<file path="src/common/audio_pkg.sv">
/*
 * Audio sample formats
 * Source sample types, mix accumulator and output sample
 * Clamp limits of the output sample
 */
package audio_pkg;

	// Widths of each audio path
	localparam int fm_width  = 16;
	localparam int psg_width = 8;
	localparam int out_width = 16;

	// One guard bit over the output range
	localparam int sum_width = out_width + 1;

	// FM synthesizer output, two's complement
	typedef logic signed [fm_width-1:0]  fm_sample_t;

	// Tandy sound chip level, unsigned
	typedef logic        [psg_width-1:0] psg_code_t;

	// Accumulator for the three-way sum
	typedef logic signed [sum_width-1:0] mix_sum_t;

	// Final mono sample
	typedef logic signed [out_width-1:0] audio_sample_t;

	//////////////////////////////////////////////////
	// Clamp limits
	//////////////////////////////////////////////////

	localparam audio_sample_t sample_max = 16'h7FFF;
	localparam audio_sample_t sample_min = 16'h8000;

endpackage

</file>
<file path="src/common/audio_cfg_pkg.sv">
/*
 * User audio settings
 * Volume and compressor mode types
 * Fixed light and heavy compression curve constants
 */
package audio_cfg_pkg;

	// Each step doubles the source level
	typedef logic [1:0] volume_t;

	// 0 bypass, 1 light, 2 and 3 heavy
	typedef logic [1:0] comp_mode_t;

	localparam comp_mode_t comp_bypass = 2'd0;
	localparam comp_mode_t comp_light  = 2'd1;

	//////////////////////////////////////////////////
	// Light curve
	//////////////////////////////////////////////////

	localparam logic [15:0] comp_light_gain = 16'd2;
	localparam logic [15:0] comp_light_fall = 16'd4;

	// Knee where the gain slope meets the fall slope, rounded up
	localparam logic [15:0] comp_light_knee =
		16'((32767 * (comp_light_fall - 1)) / (comp_light_fall * comp_light_gain - 1) + 1);

	localparam logic [15:0] comp_light_base = 16'(comp_light_knee * comp_light_gain);

	//////////////////////////////////////////////////
	// Heavy curve
	//////////////////////////////////////////////////

	localparam logic [15:0] comp_heavy_gain = 16'd4;
	localparam logic [15:0] comp_heavy_fall = 16'd8;

	localparam logic [15:0] comp_heavy_knee =
		16'((32767 * (comp_heavy_fall - 1)) / (comp_heavy_fall * comp_heavy_gain - 1) + 1);

	localparam logic [15:0] comp_heavy_base = 16'(comp_heavy_knee * comp_heavy_gain);

endpackage

</file>
<file path="src/audio_in/sample_sync.sv">
/*
 * Stability filter for samples from slower sound clocks
 * Two capture stages and a held output register
 */
module sample_sync #(
	parameter type sample_t = logic [15:0]
) (
	input  logic    clk_chipset,
	input  logic    reset_sdram,
	input  sample_t sample_in,
	output sample_t sample_out
);

	// Capture pipeline
	sample_t capture_0;
	sample_t capture_1;

	logic stages_agree;

	assign stages_agree = (capture_0 == capture_1);

	// Output only follows once two captures match
	always_ff @(posedge clk_chipset, posedge reset_sdram) begin
		if (reset_sdram) begin
			capture_0  <= '0;
			capture_1  <= '0;
			sample_out <= '0;
		end else begin
			capture_0 <= sample_in;
			capture_1 <= capture_0;
			if (stages_agree) begin
				sample_out <= capture_1;
			end
		end
	end

	//////////////////////////////////////////////////
	// Checks
	//////////////////////////////////////////////////

	// A new output value must be an input seen at two consecutive captures
	assert property (@(posedge clk_chipset) disable iff (reset_sdram)
		$changed(sample_out) |-> (sample_out == $past(sample_in, 3))
			&& ($past(sample_in, 2) == $past(sample_in, 3)))
	else $error("sample_sync output moved without two matching captures");

endmodule

</file>
<file path="src/audio_in/psg_level.sv">
/*
 * Tandy sound chip conditioning
 * Stability filter on the raw level
 * Volume scaling into a mix sample
 */
module psg_level
	import audio_pkg::*, audio_cfg_pkg::*;
#(
	parameter int PSG_BASE_SHIFT = 4
) (
	input  logic      clk_chipset,
	input  logic      reset_sdram,
	input  psg_code_t psg_code,
	input  volume_t   psg_volume,
	output mix_sum_t  psg_mix
);

	psg_code_t psg_stable;
	mix_sum_t  psg_wide;
	mix_sum_t  psg_scaled;

	// Level crosses from the sound chip clock
	sample_sync #(
		.sample_t (psg_code_t)
	) psg_sync (
		.clk_chipset (clk_chipset),
		.reset_sdram (reset_sdram),
		.sample_in   (psg_code),
		.sample_out  (psg_stable)
	);

	//////////////////////////////////////////////////
	// Volume scaling
	//////////////////////////////////////////////////

	// Zero extend, the chip level is never negative
	assign psg_wide = mix_sum_t'(psg_stable);

	// Base shift at volume 0, one more bit per step
	// Largest result is 255 << 7
	assign psg_scaled = psg_wide << (PSG_BASE_SHIFT + int'(psg_volume));

	always_ff @(posedge clk_chipset, posedge reset_sdram) begin
		if (reset_sdram) begin
			psg_mix <= '0;
		end else begin
			psg_mix <= psg_scaled;
		end
	end

endmodule

</file>
<file path="src/audio_mix/sample_mixer.sv">
/*
 * Three-source audio mixer
 * Speaker level scaling, 17-bit sum register
 * Saturating clamp to the 16-bit output range
 */
module sample_mixer
	import audio_pkg::*, audio_cfg_pkg::*;
#(
	parameter int SPK_BASE_LEVEL = 2048
) (
	input  logic          clk_chipset,
	input  logic          reset_sdram,
	input  fm_sample_t    fm_sample,
	input  mix_sum_t      psg_mix,
	input  logic          speaker,
	input  volume_t       spk_volume,
	output audio_sample_t mixed
);

	localparam int sum_top = $bits(mix_sum_t) - 1;

	mix_sum_t      fm_wide;
	mix_sum_t      spk_level;
	mix_sum_t      spk_term;
	mix_sum_t      mix_sum;
	audio_sample_t clamped;

	// Sign extend the FM sample
	assign fm_wide = mix_sum_t'(fm_sample);

	//////////////////////////////////////////////////
	// Speaker term
	//////////////////////////////////////////////////

	assign spk_level = mix_sum_t'(SPK_BASE_LEVEL) << spk_volume;

	// Speaker line is active low
	assign spk_term = speaker ? '0 : spk_level;

	//////////////////////////////////////////////////
	// Sum and clamp
	//////////////////////////////////////////////////

	// Top two bits differ when the sum left the 16-bit range
	assign clamped = (mix_sum[sum_top] ^ mix_sum[sum_top-1]) ?
		(mix_sum[sum_top] ? sample_min : sample_max) :
		audio_sample_t'(mix_sum);

	always_ff @(posedge clk_chipset, posedge reset_sdram) begin
		if (reset_sdram) begin
			mix_sum <= '0;
			mixed   <= '0;
		end else begin
			mix_sum <= fm_wide + psg_mix + spk_term;
			mixed   <= clamped;
		end
	end

	//////////////////////////////////////////////////
	// Checks
	//////////////////////////////////////////////////

	// Out of range sums land on the matching limit one cycle later
	assert property (@(posedge clk_chipset) disable iff (reset_sdram)
		(mix_sum > mix_sum_t'(sample_max) || mix_sum < mix_sum_t'(sample_min))
		|=> mixed == ($past(mix_sum[sum_top]) ? sample_min : sample_max))
	else $error("sample_mixer clamp missed an out of range sum");

endmodule

</file>
<file path="src/audio_mix/dynamic_compressor.sv">
/*
 * Output dynamic compressor
 * Light and heavy fixed curves on the sample magnitude
 * Bypass passes the mixed sample through the register
 */
module dynamic_compressor
	import audio_pkg::*, audio_cfg_pkg::*;
(
	input  logic          clk_chipset,
	input  logic          reset_sdram,
	input  audio_sample_t mixed,
	input  comp_mode_t    comp_mode,
	output audio_sample_t audio_out
);

	localparam int mag_width = $bits(mix_sum_t);

	// Gain slope below the knee, flatter fall slope above it
	function automatic logic [15:0] curve(
		input logic [mag_width-1:0] mag,
		input logic [15:0]          knee,
		input logic [15:0]          gain,
		input logic [15:0]          fall,
		input logic [15:0]          base
	);
		logic [mag_width-1:0] result;
		if (mag < mag_width'(knee)) begin
			result = mag * gain;
		end else begin
			result = (mag - knee) / fall + base;
		end
		// Top of the curve can pass full scale
		if (result > mag_width'(sample_max)) begin
			result = mag_width'(sample_max);
		end
		return result[15:0];
	endfunction

	mix_sum_t             mixed_wide;
	logic [mag_width-1:0] mag;
	logic [15:0]          light_mag;
	logic [15:0]          heavy_mag;
	logic [15:0]          curve_mag;
	audio_sample_t        shaped;

	// Magnitude in 17 bits so that full negative scale fits
	assign mixed_wide = mix_sum_t'(mixed);
	assign mag        = mixed[15] ? -mixed_wide : mixed_wide;

	assign light_mag = curve(mag, comp_light_knee, comp_light_gain,
		comp_light_fall, comp_light_base);
	assign heavy_mag = curve(mag, comp_heavy_knee, comp_heavy_gain,
		comp_heavy_fall, comp_heavy_base);

	assign curve_mag = (comp_mode == comp_light) ? light_mag : heavy_mag;

	// Restore the sign
	assign shaped = mixed[15] ? -audio_sample_t'(curve_mag) : audio_sample_t'(curve_mag);

	always_ff @(posedge clk_chipset, posedge reset_sdram) begin
		if (reset_sdram) begin
			audio_out <= '0;
		end else if (comp_mode == comp_bypass) begin
			audio_out <= mixed;
		end else begin
			audio_out <= shaped;
		end
	end

	//////////////////////////////////////////////////
	// Checks
	//////////////////////////////////////////////////

	// Compressed magnitude stays within 32767, so never the negative limit
	assert property (@(posedge clk_chipset) disable iff (reset_sdram)
		comp_mode != comp_bypass |=> audio_out != sample_min)
	else $error("dynamic_compressor output magnitude above 32767");

endmodule

</file>
<file path="src/hdl/audio_top.sv">
/*
 * Mono audio path top level
 * FM and Tandy conditioning side by side
 * Mixer and compressor on the combined result
 */
module audio_top
	import audio_pkg::*, audio_cfg_pkg::*;
#(
	parameter int PSG_BASE_SHIFT = 4,
	parameter int SPK_BASE_LEVEL = 2048
) (
	input  logic          clk_chipset,
	input  logic          reset_sdram,
	input  fm_sample_t    fm_sample,
	input  psg_code_t     psg_code,
	input  volume_t       psg_volume,
	input  logic          speaker,
	input  volume_t       spk_volume,
	input  comp_mode_t    comp_mode,
	output audio_sample_t audio_out
);

	fm_sample_t    fm_stable;
	mix_sum_t      psg_mix;
	audio_sample_t mixed;

	//////////////////////////////////////////////////
	// Source conditioning
	//////////////////////////////////////////////////

	// FM sample crosses from the synthesizer clock
	sample_sync #(
		.sample_t (fm_sample_t)
	) fm_sync (
		.clk_chipset (clk_chipset),
		.reset_sdram (reset_sdram),
		.sample_in   (fm_sample),
		.sample_out  (fm_stable)
	);

	psg_level #(
		.PSG_BASE_SHIFT (PSG_BASE_SHIFT)
	) psg_level (
		.clk_chipset (clk_chipset),
		.reset_sdram (reset_sdram),
		.psg_code    (psg_code),
		.psg_volume  (psg_volume),
		.psg_mix     (psg_mix)
	);

	//////////////////////////////////////////////////
	// Mix and compress
	//////////////////////////////////////////////////

	sample_mixer #(
		.SPK_BASE_LEVEL (SPK_BASE_LEVEL)
	) sample_mixer (
		.clk_chipset (clk_chipset),
		.reset_sdram (reset_sdram),
		.fm_sample   (fm_stable),
		.psg_mix     (psg_mix),
		.speaker     (speaker),
		.spk_volume  (spk_volume),
		.mixed       (mixed)
	);

	// Single mono output
	dynamic_compressor dynamic_compressor (
		.clk_chipset (clk_chipset),
		.reset_sdram (reset_sdram),
		.mixed       (mixed),
		.comp_mode   (comp_mode),
		.audio_out   (audio_out)
	);

endmodule

</file>
<file path="config.mk">
export PLATFORM = sky130hd
export DESIGN_NAME = audio_top
export DESIGN_NICKNAME = d
export VERILOG_FILES = /design/src/common/audio_pkg.sv /design/src/common/audio_cfg_pkg.sv /design/src/audio_in/sample_sync.sv /design/src/audio_in/psg_level.sv /design/src/audio_mix/sample_mixer.sv /design/src/audio_mix/dynamic_compressor.sv /design/src/hdl/audio_top.sv
export SDC_FILE = /design/constraint.sdc
export NUM_CORES = 1
export LEC_CHECK = 0
export ABC_AREA = 1
export BUFFER_PORTS_ARGS = -buffer_cell sky130_fd_sc_hd__buf_2
export CAP_MARGIN = 20
export CORE_UTILIZATION = 65
export CTS_CLUSTER_SIZE = 20
export DETAILED_ROUTE_END_ITERATION = 6
export MAX_ROUTING_LAYER = met4
export PLACE_DENSITY_LB_ADDON = 0.12
export SLEW_MARGIN = 5
export SYNTH_ARGS = -nofsm -noshare
export SYNTH_HDL_FRONTEND = slang
export SYNTH_SLANG_ARGS = --single-unit
</file>
<file path="constraint.sdc">
create_clock -name clk_chipset -period 12.9 [get_ports clk_chipset]
set_clock_uncertainty 0.15 [all_clocks]
set_input_delay 2.58 -clock clk_chipset [delete_from_list [all_inputs] [get_ports clk_chipset]]
set_output_delay 2.58 -clock clk_chipset [all_outputs]
set_load 0.1 [all_outputs]
</file>
# Yosys cells after proc, flatten, opt, wreduce, memory -nomap -nowiden
# Index checks and enable logic that the tools add are counted.
[word_totals]
regBits = 138
latch_bits = 0
ramBits = 0
romBits = 0
input_bits = 33
output_inout_bits = 16
mem_count = 0
[classes]
add_sub_neg = 9
mul = 0
div_mod_pow = 0
order_cmp = 4
eq_ne = 3
n_shift = 2
n_mux = 11
bitwise = 1
n_reduce_logical = 1
[op_table]
columns = ["cell", "count"]
rows = [
  ["$mux W16", 7],
  ["$mux W17", 4],
  ["$gt A17 B15 Y1 const B", 2],
  ["$shl A8 B32 Y17", 1],
  ["$add A16 B17 Y17", 1],
  ["$add A17 B17 Y17", 1],
  ["$lt A17 B13 Y1 const B", 1],
  ["$lt A17 B14 Y1 const B", 1],
  ["$neg A16 Y17", 1],
  ["$shl A12 B2 Y17 const A", 1],
  ["$sub A17 B13 Y17 const B", 1],
  ["$sub A17 B14 Y17 const B", 1],
  ["$add A14 B15 Y16 const B", 1],
  ["$add A15 B15 Y16 const B", 1],
  ["$eq A16 B16 Y1", 1],
  ["$neg A16 Y16", 1],
  ["$eq A8 B8 Y1", 1],
  ["$add A3 B2 Y4 const A", 1],
  ["$eq A2 B1 Y1 const B", 1],
  ["$logic_not A2 Y1", 1],
  ["$xor A1 B1 Y1", 1],
]

# Depth between registers and ports, before layout
# Gate-level depths: netlist of the first run.
[depth]
depth_word = 11
ltp_mapped = 35
ltp_nobuf = 34

# By module
# A second synthesis of the first run with hierarchy kept.
[hier_totals]
cells_unflattened = 1177
area_unflattened_um2 = 8564.5
[by_module_without_submodules]
columns = ["mod", "instances", "cells_each", "area_per_inst_um2"]
rows = [
  ["dynamic_compressor", 1, 558, 3095.5],
  ["sample_mixer", 1, 280, 2228.4],
  ["sample_sync at fm_sync", 1, 189, 1809.2],
  ["sample_sync at psg_level.psg_sync", 1, 78, 843.3],
  ["psg_level", 1, 72, 588.1],
]

# Worst setup path after synthesis of the first run
# OpenSTA, ideal clock, no wires.
[synth_timing]
kind = "input -> register"
from = "input speaker"
to = "register sample_mixer.mix_sum[16]"
setup_time_ns = 0.123
arrival_time_ns = 4.278
t_required_ns = 12.627
slack_ns = 8.349
path_stages = 10
n_path_buf = 0
path_cell_list = "nor3_1 > fa_1 > ha_1 > a21oi_1 > o31ai_1 > nand2_1 > inv_1 > o21ai_0 > nand2_1 > xor2_1"
[synth_between]
elab_chain_cells = 2
[synth_lines]
columns = ["item", "line_no", "rtl"]
rows = [
  ["start: declaration", "audio_top.sv:17", "input logic speaker,"],
  ["$mux W17", "sample_mixer.sv:38", "assign spk_term = speaker ? '0 : spk_level;"],
  ["$add A17 B17 Y17", "sample_mixer.sv:54", "mix_sum <= fm_wide + psg_mix + spk_term;"],
  ["end signal: assignment", "sample_mixer.sv:54", ""],
  ["end: declaration", "sample_mixer.sv:25", "mix_sum_t mix_sum;"],
]
# No other way between the ends.
# A chain may end at the register's enable or synchronous reset.

# Worst setup path in the final report of the first run
[layout_timing]
from = "input comp_mode[1]"
to = "register dynamic_compressor.audio_out[8]"
[layout_between]
elab_chain_cells = 5
word_cells_on_any_way = 6
[layout_lines]
columns = ["item", "line_no", "rtl"]
rows = [
  ["start: declaration", "audio_top.sv:19", "input comp_mode_t comp_mode,"],
  ["$eq A2 B1 Y1", "dynamic_compressor.sv:55", "assign curve_mag = (comp_mode == comp_light) ? light_mag : heavy_mag;"],
  ["$mux W16", "dynamic_compressor.sv:55", ""],
  ["$neg A16 Y16", "dynamic_compressor.sv:58", "assign shaped = mixed[15] ? -audio_sample_t'(curve_mag) : audio_sample_t'(curve_mag);"],
  ["$mux W16", "dynamic_compressor.sv:58", ""],
  ["$mux W16 *", "dynamic_compressor.sv:63", "end else if (comp_mode == comp_bypass) begin"],
  ["end signal: assignment", "dynamic_compressor.sv:64", "audio_out <= mixed;"],
  ["end signal: assignment", "dynamic_compressor.sv:66", "audio_out <= shaped;"],
  ["end: declaration", "dynamic_compressor.sv:13", "output audio_sample_t audio_out"],
]
# Every way passes the cells marked *; elsewhere a longest branch is shown, timed or not.

==> run metrics, run 1 <==
DR WL met2=9200 µm; crit path max fanout=18; Worst-Margin Slew=0.851 ns; wire per inst=16.4 µm; via count=6053; top routing layer used=met4; initial antenna violation count=0; worst vdd ir=0.129 mV; Ports=49; crit path from=comp_mode[1]; Routed Antenna Nets=0; Synth Warn #=0; worst path arrival time=5.08 ns; CP cell instances=buf_2 > nor2_1 > clkinv_1 > a21oi_1 > nand2_2 > nand2_2 > ha_1 > nand2_2 > nor2_4 > nand3_1 > nand2_1 > nand2_1 > nand3_1 > o21ai_1; GP Congestion=0.907; CP dominant cell by count=nand2_2; clock latency on the worst-skew pair=0.41 ns; core region area=11000 µm²; Root Buffer=clkbuf_16; Final Worst Setup Slack=7.96 ns; Detailed Place HPWL=12000 µm; final-report max-slew violation count=0; die width=109 µm; gr usage total=0.328; TritonRoute pass-1 iters=6; Post-Syn Area per Cell=8.62 µm²; starting density of the core=0.678; Crit Reg-Reg Endpoint=dynamic_compressor.audio_out[8]; ys async rst share=1.00; crit path capture type=register; maximum clock frequency=202 MHz; CP required=13.04 ns; Critical-path top delay cell=clkinv_1; Largest stage delay, worst path=0.60 ns; Port Buffer Count=48; first-pass GRT wire length=28300 µm; outcome=completed; Tcrit/Tclk final=0.383; die height=109 µm; Layout Nets=984; starting DRC count in detailed routing=438; PostCTS Resize Cnt=0; site row count=38; largest net degree at the start of global routing=74; count of final setup violators=0; Met1 Wirelength=6780 µm; commonest cells after routing, fill and taps aside=214 x nand2_1, 132 x dfrtp_1, 71 x nand3_1, 63 x inv_1, 56 x nor2_1; setup TNS=0 ns; Num CTS Buffers=17; reg2reg setup slack=8.50 ns; R2R depth=29; ys flop type=dfrtp_1; ranking of synthesized cells by area=dfrtp_1 44%, nand2_1 11%, nand3_1 4.7%; hold path startpoint=fm_sync.sample_out[0]; CTS Hold Buffers Added=0; CTS Sinks=132; P_leak=0.00437 µW; slew margin rel.=0.433; RR Startpoint=sample_mixer.mixed[0]; top-area cell type share of the netlist area=0.441; met3 wire length=683 µm; Setup Buffers After CTS=0; Die ar.=11900 µm²; commonest non-fill, non-tap cell in the layout=nand2_1; pre-CTS setup slack=7.60 ns; Hold Path Class=reg2reg; max cap viols=0; H-tree Lvls=4; share of cells above drive strength 1=0.230; Mapped Area=7480 µm²; WS Path Type=in2reg; hold path endpoint=sample_mixer.mix_sum[0]; CTS tree=yes; post-synth top area cell=dfrtp_1; RSZ-0062 raised after global routing=no; Layout area overhead=12.2%; CTS Buffer Depth=2; Startpoint Class=input port; post-synthesis register bit count=132; gate count of the mapped netlist=868; vias in the first global route=6085; pwr dens=169 nW/µm²; Post-Route WL=17600 µm; vias per cell=5.65; number of flops mapped to enable cells by yosys=0; Clock transition at path regs=0.06 ns; Antenna Cells=0; Post-Syn Nets=933; Worst Hold Depth=0; Congestion Overflow GR=0; Fin. Hold Viols=0; Final min period=4.94 ns; Cell variety after synth=50; sequential area share after synthesis=0.441; # DRC=0
[critical path: cells and delay by family]
family          cells  cell delay (ns)
simple gates        9             1.21
buf+inv             2             0.71
compound gates      2             0.39
fa+ha+maj           1             0.20
[layout make-up]
type	instances	area, µm²
sequential	132	3300
fill	761	2640
multi-input combinational	636	3750
timing repair buffer	51	263
inverter	81	308
clock inverter	13	149
clock buffer	19	443
tap	140	175
[flip-flops by register name, summed over array words and instances (netlist names)]
register	cells
psg_level.psg_sync.capture_1	8
dynamic_compressor.audio_out	16
psg_level.psg_sync.capture_0	8
sample_mixer.mix_sum	17
psg_level.psg_mix	11
fm_sync.sample_out	16
fm_sync.capture_1	16
sample_mixer.mixed	16
fm_sync.capture_0	16
psg_level.psg_sync.sample_out	8
[synth_stat cells, drive strengths merged (8+ instances only)]
cell    instances
a21oi          21
xor2           19
mux2           17
buf             8
inv            78
clkbuf         10
dfrtp         132
xnor2          19
nand2         275
ha             27
nand4          12
nor2           68
nand3          83
o21ai          49
[power by group]
part           switching (µW)  internal, µW
logic                     334           119
clock network             188           292
registers                26.1           457
total                     549           868
[worst max-delay path by stage]
| stage | cells after the start | to |
|---|---|---|
| floorplan | 1 | dynamic_compressor.audio_out[0] |
| global placement | 15 | dynamic_compressor.audio_out[10] |
| detailed placement | 14 | dynamic_compressor.audio_out[10] |
| CTS | 14 | dynamic_compressor.audio_out[10] |
| global route | 14 | dynamic_compressor.audio_out[10] |
| finish | 14 | dynamic_compressor.audio_out[8] |
[stage by stage]
step	instance area (µm²)	std cells	total power, µW	hold WS, ns	util
2_1_floorplan	7480	868	843	0.199	-
3_3_place_gp	7800	1040	921	0.210	0.707
3_5_place_dp	7800	1040	932	0.216	0.707
4_1_cts	8400	1072	1410	0.217	0.761
5_1_grt	8400	1072	1480	0.246	0.761
6_report	8400	1072	1420	0.215	0.761
[layer usage]
metal / vias up / global-route usage
met4: 0 / 0.203
met5: - / -
met1: 2849 / 0.348
met3: 81 / 0.0533
met2: 199 / 0.573
li1: 2924 / -
[cell families (layout without fill, tap and decap cells)]
family                   count (synthesis)  count (layout)  synth area share
AO/OA/AOI/OAI                           83              83            0.0622
XOR/XNOR                                38              38            0.0445
adder cells (fa/ha/maj)                 32              32            0.0585
buffers and inverters                  100             164            0.0567
flip-flops                             132             132             0.441
multiplexers                            19              19            0.0283
AND/OR/NAND/NOR                        464             464             0.308
(Power assumes the default switching activity.)
==> inputs of run 2 (changes only) <==
--- a/config.mk
+++ b/config.mk
@@ -8,7 +8,7 @@
 export ABC_AREA = 1
 export BUFFER_PORTS_ARGS = -buffer_cell sky130_fd_sc_hd__buf_2
 export CAP_MARGIN = 20
-export CORE_UTILIZATION = 65
+export CORE_UTILIZATION = 55
 export CTS_CLUSTER_SIZE = 20
 export DETAILED_ROUTE_END_ITERATION = 6
 export MAX_ROUTING_LAYER = met4
==> constraint.sdc (replaced) <==
create_clock -name clk_chipset -period 4.3 [get_ports clk_chipset]
set_clock_uncertainty 0.15 [all_clocks]
set_input_delay 0.86 -clock clk_chipset [delete_from_list [all_inputs] [get_ports clk_chipset]]
set_output_delay 0.86 -clock clk_chipset [all_outputs]
set_load 0.1 [all_outputs]
==> run metrics, run 2 (synthesized netlist as in run 1, its figures left out) <==
outcome=completed (unchanged); Fin. Hold Viols=0 (unchanged); Die ar.=14100 µm² (was 11900 µm²); Antenna Cells=0 (unchanged); CTS Buffer Depth=2 (unchanged); sequential power share=0.342 (was 0.341); pwr dens=492 nW/µm² (was 169 nW/µm²); Comb pwr share=0.331 (was 0.320); die width=119 µm (was 109 µm); die height=119 µm (was 109 µm); Largest stage delay, worst path=0.39 ns (was 0.60 ns); H-tree Lvls=4 (unchanged); crit path from=sample_mixer.mixed[1] (was comp_mode[1]); TritonRoute pass-1 iters=5 (was 6); sw power=1630 µW (was 549 µW); CP dominant cell by count=nand2_1 (was nand2_2); met3 wire length=540 µm (was 683 µm); Int Pwr=2590 µW (was 868 µW); Hold Path Class=reg2reg (unchanged); reg2reg setup slack=0.30 ns (was 8.50 ns); family with the most delay on the worst path=simple AND/OR/NAND/NOR gates (unchanged); Port Buffer Count=48 (unchanged); share of cells above drive strength 1=0.244 (was 0.230); hold path startpoint=fm_sync.sample_out[0] (unchanged); initial antenna violation count=0 (unchanged); final-report max-slew violation count=0 (unchanged); maximum clock frequency=250 MHz; clock power share=0.327 (was 0.339); Ports=49 (unchanged); Clock transition at path regs=0.06 ns (about the same); Worst Path Buf+Inv=4 (was 2); via count=5966 (was 6053); vias in the first global route=6023 (was 6085); starting DRC count in detailed routing=341 (was 438); CTS tree=yes (unchanged); DR WL met2=9050 µm (was 9200 µm); gr usage total=0.266 (was 0.328); Layout Nets=999 (was 984); commonest non-fill, non-tap cell in the layout=nand2_1 (unchanged); Congestion Overflow GR=0 (unchanged); site row count=42 (was 38); commonest cells after routing, fill and taps aside=213 x nand2_1, 132 x dfrtp_1, 70 x nand3_1, 63 x inv_1, 56 x nor2_1 (was 214 x nand2_1, 132 x dfrtp_1, 71 x nand3_1, 63 x inv_1, 56 x nor2_1); # DRC=0 (unchanged); core region area=13200 µm² (was 11000 µm²); final std cells w/o fill=1123 (was 1072); CTS Sinks=132 (unchanged); P_leak=0.00446 µW (was 0.00437 µW); Worst-Margin Slew=0.737 ns (was 0.851 ns); Root Buffer=clkbuf_16 (unchanged); largest net degree at the start of global routing=56 (was 74); wire per inst=15.2 µm (was 16.4 µm); worst vdd ir=0.345 mV (was 0.129 mV); RR Startpoint=sample_mixer.mixed[1] (was sample_mixer.mixed[0]); max reg flops=17 (unchanged); Num CTS Buffers=17 (unchanged); worst path arrival time=4.13 ns (was 5.08 ns); Post-Route WL=17100 µm (was 17600 µm); crit path max fanout=8 (was 18); final hold slack=0.223 ns (was 0.215 ns); Layout area overhead=14.6% (was 12.2%); Routed Antenna Nets=0 (unchanged); clock latency on the worst-skew pair=0.41 ns (about the same); slew margin rel.=0.509 (was 0.433); Met1 Wirelength=6890 µm (was 6780 µm); GP Congestion=0.892 (was 0.907); Critical-path top delay cell=dfrtp_1 (was clkinv_1); Sw Share=0.386 (was 0.387); top routing layer used=met4 (unchanged); crit path capture type=register (unchanged); Tcrit/Tclk final=0.929; Detailed Place HPWL=13000 µm (was 12000 µm); Inst Count DP=1086 (was 1040); max cap viols=0 (unchanged); vias per cell=5.31 (was 5.65); CTS Hold Buffers Added=0 (unchanged); first-pass GRT wire length=28200 µm (was 28300 µm); count of final setup violators=0 (unchanged); CP required=4.43 ns (was 13.04 ns); starting density of the core=0.565 (was 0.678); Final min period=4.00 ns; Biggest register=sample_mixer.mix_sum (unchanged); Startpoint Class=register (was input port); WS Path Type=reg2reg (was in2reg)
-- run 2: cell types whose count changed in the layout (fill, tap and decap cells not counted), sizes merged --
| cell | delta |
|---|---|
| clkinvlp | -4 |
| buf | +15 |
| clkinv | +3 |
| clkbuf | +1 |
| bufinv | -1 |
| inv | +1 |
-- run 2: worst paths after layout --
check,endpoint,cells past startpoint
hold / removal,sample_mixer.mix_sum[0],0
hold reg to reg,sample_mixer.mix_sum[0],0
max in group asynchronous,psg_level.psg_mix[14],3
min in group asynchronous,dynamic_compressor.audio_out[2],2
setup / recovery,dynamic_compressor.audio_out[12],31
setup reg to reg,dynamic_compressor.audio_out[12],31
-- run 2: routing by layer --
layer  track usage  vias up
li1              -     2957
met1         0.290     2830
met2         0.480      145
met3        0.0425       34
met4         0.112        0
met5             -        -
-- run 2: timing repair --
item | CTS | global route
hold endpoints to repair | 0 | 0
gates resized for setup | 0 | 5
setup endpoints to repair | 0 | 7
setup buffers | 0 | 5
-- run 2: power by group through the flow --
| stage | logic [µW] | clock network [µW] | registers (µW) |
|---|---|---|---|
| after floorplan | 801 | 0 | 1730 |
| after global placement | 1360 | 0 | 1460 |
| after detailed placement | 1370 | 0 | 1460 |
| after CTS | 1380 | 1400 | 1440 |
| after global routing | 1530 | 1460 | 1460 |
| final | 1400 | 1380 | 1440 |
-- run 2: through the flow --
step / power [µW] / TNS (ns) / instance area, µm² / worst slack, ns / utilization
after floorplan: 2530 / 0 / 7490 / 0.715 / -
after CTS: 4220 / 0 / 8510 / 0.200 / 0.643
after global placement: 2820 / 0 / 7940 / 0.381 / 0.599
after global routing: 4450 / -0.00630 / 8580 / -0.00531 / 0.648
after detailed placement: 2840 / 0 / 7940 / 0.223 / 0.599
final: 4220 / 0 / 8580 / 0.305 / 0.648
-- run 2: layout make-up --
type	count	area, µm²
Sequential cell	132	3300
Inverter	81	309
Tap cell	176	220
Fill cell	1141	4670
Clock buffer	20	457
Multi-Input combinational cell	636	3780
Clock inverter	12	118
Timing Repair Buffer	66	388
-- run 2: worst register-to-register path, delay by kind of cell, from the launching register on --
| family | cells | cell delay [ns] |
|---|---|---|
| xor gates and xnor gates | 1 | 0.22 |
| adders and majority gates | 3 | 0.57 |
| buffers and inverters | 4 | 0.33 |
| DFF | 1 | 0.39 |
| and+or+nand+nor | 23 | 2.23 |
==> inputs of run 3 (changes only) <==
--- a/config.mk
+++ b/config.mk
@@ -6,11 +6,11 @@
 export NUM_CORES = 1
 export LEC_CHECK = 0
 export ABC_AREA = 1
-export BUFFER_PORTS_ARGS = -buffer_cell sky130_fd_sc_hd__buf_2
 export CAP_MARGIN = 20
-export CORE_UTILIZATION = 55
+export CORE_UTILIZATION = 58
 export CTS_CLUSTER_SIZE = 20
 export DETAILED_ROUTE_END_ITERATION = 6
+export DONT_BUFFER_PORTS = 1
 export MAX_ROUTING_LAYER = met4
 export PLACE_DENSITY_LB_ADDON = 0.12
 export SLEW_MARGIN = 5
==> run metrics, run 3 (synthesized netlist as in run 1, its figures left out) <==
outcome=completed (unchanged); max cap viols=0 (unchanged); crit path capture type=register (unchanged); reg2reg setup slack=0.27 ns (was 0.30 ns); Fin. Hold Viols=0 (unchanged); Hold Path Class=in2async (was reg2reg); CTS tree=yes (unchanged); Inst Count DP=1031 (was 1086); Routed Antenna Nets=0 (unchanged); Detailed Place HPWL=12400 µm (was 13000 µm); maximum clock frequency=248 MHz (was 250 MHz); CTS Sinks=132 (unchanged); Overall Power=4260 µW (was 4220 µW); Root Buffer=clkbuf_16 (unchanged); vias per cell=5.30 (was 5.31); Startpoint Class=register (unchanged); post-layout util=0.663 (was 0.648); CTS Buffer Depth=2 (unchanged); CP required=4.45 ns (was 4.43 ns); Final min period=4.03 ns (was 4.00 ns); P_leak=0.00427 µW (was 0.00446 µW); Layout Nets=948 (was 999); worst path arrival time=4.18 ns (was 4.13 ns); Num CTS Buffers=17 (unchanged); crit path max fanout=33 (was 8); CTS Hold Buffers Added=0 (unchanged); Layout area overhead=11.7% (was 14.6%); gr usage total=0.275 (was 0.266); final std cells w/o fill=1069 (was 1123); site row count=41 (was 42); slew margin rel.=0.382 (was 0.509); Die ar.=13400 µm² (was 14100 µm²); # DRC=0 (unchanged); pre-CTS setup slack=0.127 ns (was 0.223 ns); crit path from=sample_mixer.mixed[15] (was sample_mixer.mixed[1]); wire per inst=15.3 µm (was 15.2 µm); Port Buffer Count=0 (was 48); worst vdd ir=0.354 mV (was 0.345 mV); Post-Route WL=16400 µm (was 17100 µm); Tcrit/Tclk final=0.938 (was 0.929); core region area=12600 µm² (was 13200 µm²); largest net degree at the start of global routing=125 (was 56); Ports=49 (unchanged); Final Worst Setup Slack=0.265 ns (was 0.305 ns); Biggest register=sample_mixer.mix_sum (unchanged); pwr dens=509 nW/µm² (was 492 nW/µm²); max reg flops=17 (unchanged); starting density of the core=0.593 (was 0.565); starting DRC count in detailed routing=350 (was 341); H-tree Lvls=4 (unchanged); via count=5664 (was 5966); first-pass GRT wire length=26900 µm (was 28200 µm); share of cells above drive strength 1=0.204 (was 0.244); RR Startpoint=sample_mixer.mixed[15] (was sample_mixer.mixed[1]); TritonRoute pass-1 iters=5 (unchanged); commonest non-fill, non-tap cell in the layout=nand2_1 (unchanged); die height=116 µm (was 119 µm); clock latency on the worst-skew pair=0.41 ns (about the same); count of final setup violators=0 (unchanged); R2R depth=24 (was 31); GP Congestion=0.872 (was 0.892); vias in the first global route=5708 (was 6023); Clock transition at path regs=0.06 ns (about the same); Crit Reg-Reg Endpoint=dynamic_compressor.audio_out[6] (was dynamic_compressor.audio_out[12]); die width=116 µm (was 119 µm); WS Path Type=reg2reg (unchanged); final-report max-slew violation count=0 (unchanged); Worst-Margin Slew=0.928 ns (was 0.737 ns); initial antenna violation count=1 (was 0); Congestion Overflow GR=0 (unchanged); commonest cells after routing, fill and taps aside=213 x nand2_1, 132 x dfrtp_1, 71 x nand3_1, 61 x inv_1, 56 x nor2_1 (was 213 x nand2_1, 132 x dfrtp_1, 70 x nand3_1, 63 x inv_1, 56 x nor2_1)
[run 3: cell type report]
type / instances / area, µm²
clock buffer: 19 / 443
inverter: 81 / 309
clock inverter: 13 / 171
antenna: 1 / 2.50
timing repair buffer: 15 / 125
multi-input combinational: 636 / 3790
sequential: 132 / 3300
tap: 172 / 215
fill: 1048 / 4260
[run 3: worst max-delay path by stage]
stage / end / slack (ns) / depth (start not counted)
after floorplan: dynamic_compressor.audio_out[14] / 0.72 / 30
after global placement: dynamic_compressor.audio_out[14] / 0.20 / 30
after detailed placement: dynamic_compressor.audio_out[14] / 0.13 / 30
after CTS: dynamic_compressor.audio_out[14] / 0.10 / 30
after global routing: dynamic_compressor.audio_out[8] / -0.01 / 30
final: dynamic_compressor.audio_out[6] / 0.27 / 24
[run 3: routing by layer]
| layer | wire [µm] | GRT usage | vias up |
|---|---|---|---|
| met5 | 0 | - | - |
| met3 | 679 | 0.0502 | 20 |
| met1 | 6580 | 0.305 | 2689 |
| met4 | 273 | 0.103 | 0 |
| li1 | - | - | 2854 |
| met2 | 8860 | 0.491 | 101 |
[run 3: through the flow]
stage / area, µm² / setup TNS, ns / hold slack, ns
floorplan: 7490 / 0 / 0.199
global placement: 7670 / 0 / 0.208
detailed placement: 7670 / 0 / 0.210
CTS: 8280 / 0 / 0.0877
global route: 8360 / -0.0150 / 0.0971
finish: 8360 / 0 / 0.0891
[run 3: worst max-delay path: stages (launching register included)]
cell     delay [ns]
dfrtp_1        0.52
buf_4          0.42
o21ai_1        0.23
nand3_1        0.16
nand2_2        0.16
inv_2          0.16
nand2_1        0.07
nand2_1        0.05
nand2_1        0.08
ha_1           0.21
nor2_2         0.14
nand3_2        0.12
nand2_2        0.11
nand3_4        0.10
nand2_4        0.12
nand3_1        0.11
nand2_2        0.10
ha_1           0.19
nand2_2        0.09
nor2_4         0.15
buf_4          0.13
nand2_2        0.04
nand2_2        0.05
xnor2_1        0.14
o21ai_1        0.08
[run 3: timing repair]
action | in CTS | in global routing
buffers inserted | 0 | 5
endpoints found under the setup margin | 0 | 12
gates resized for setup | 0 | 8
[run 3: where the power goes]
group / switching [µW] / leakage [µW] / internal, µW / total, µW
Combinational: 692 / 0.00231 / 346 / 1040
Sequential: 374 / 0.00167 / 1360 / 1740
Clock: 544 / 0.000295 / 936 / 1480
Total: 1610 / 0.00427 / 2650 / 4260
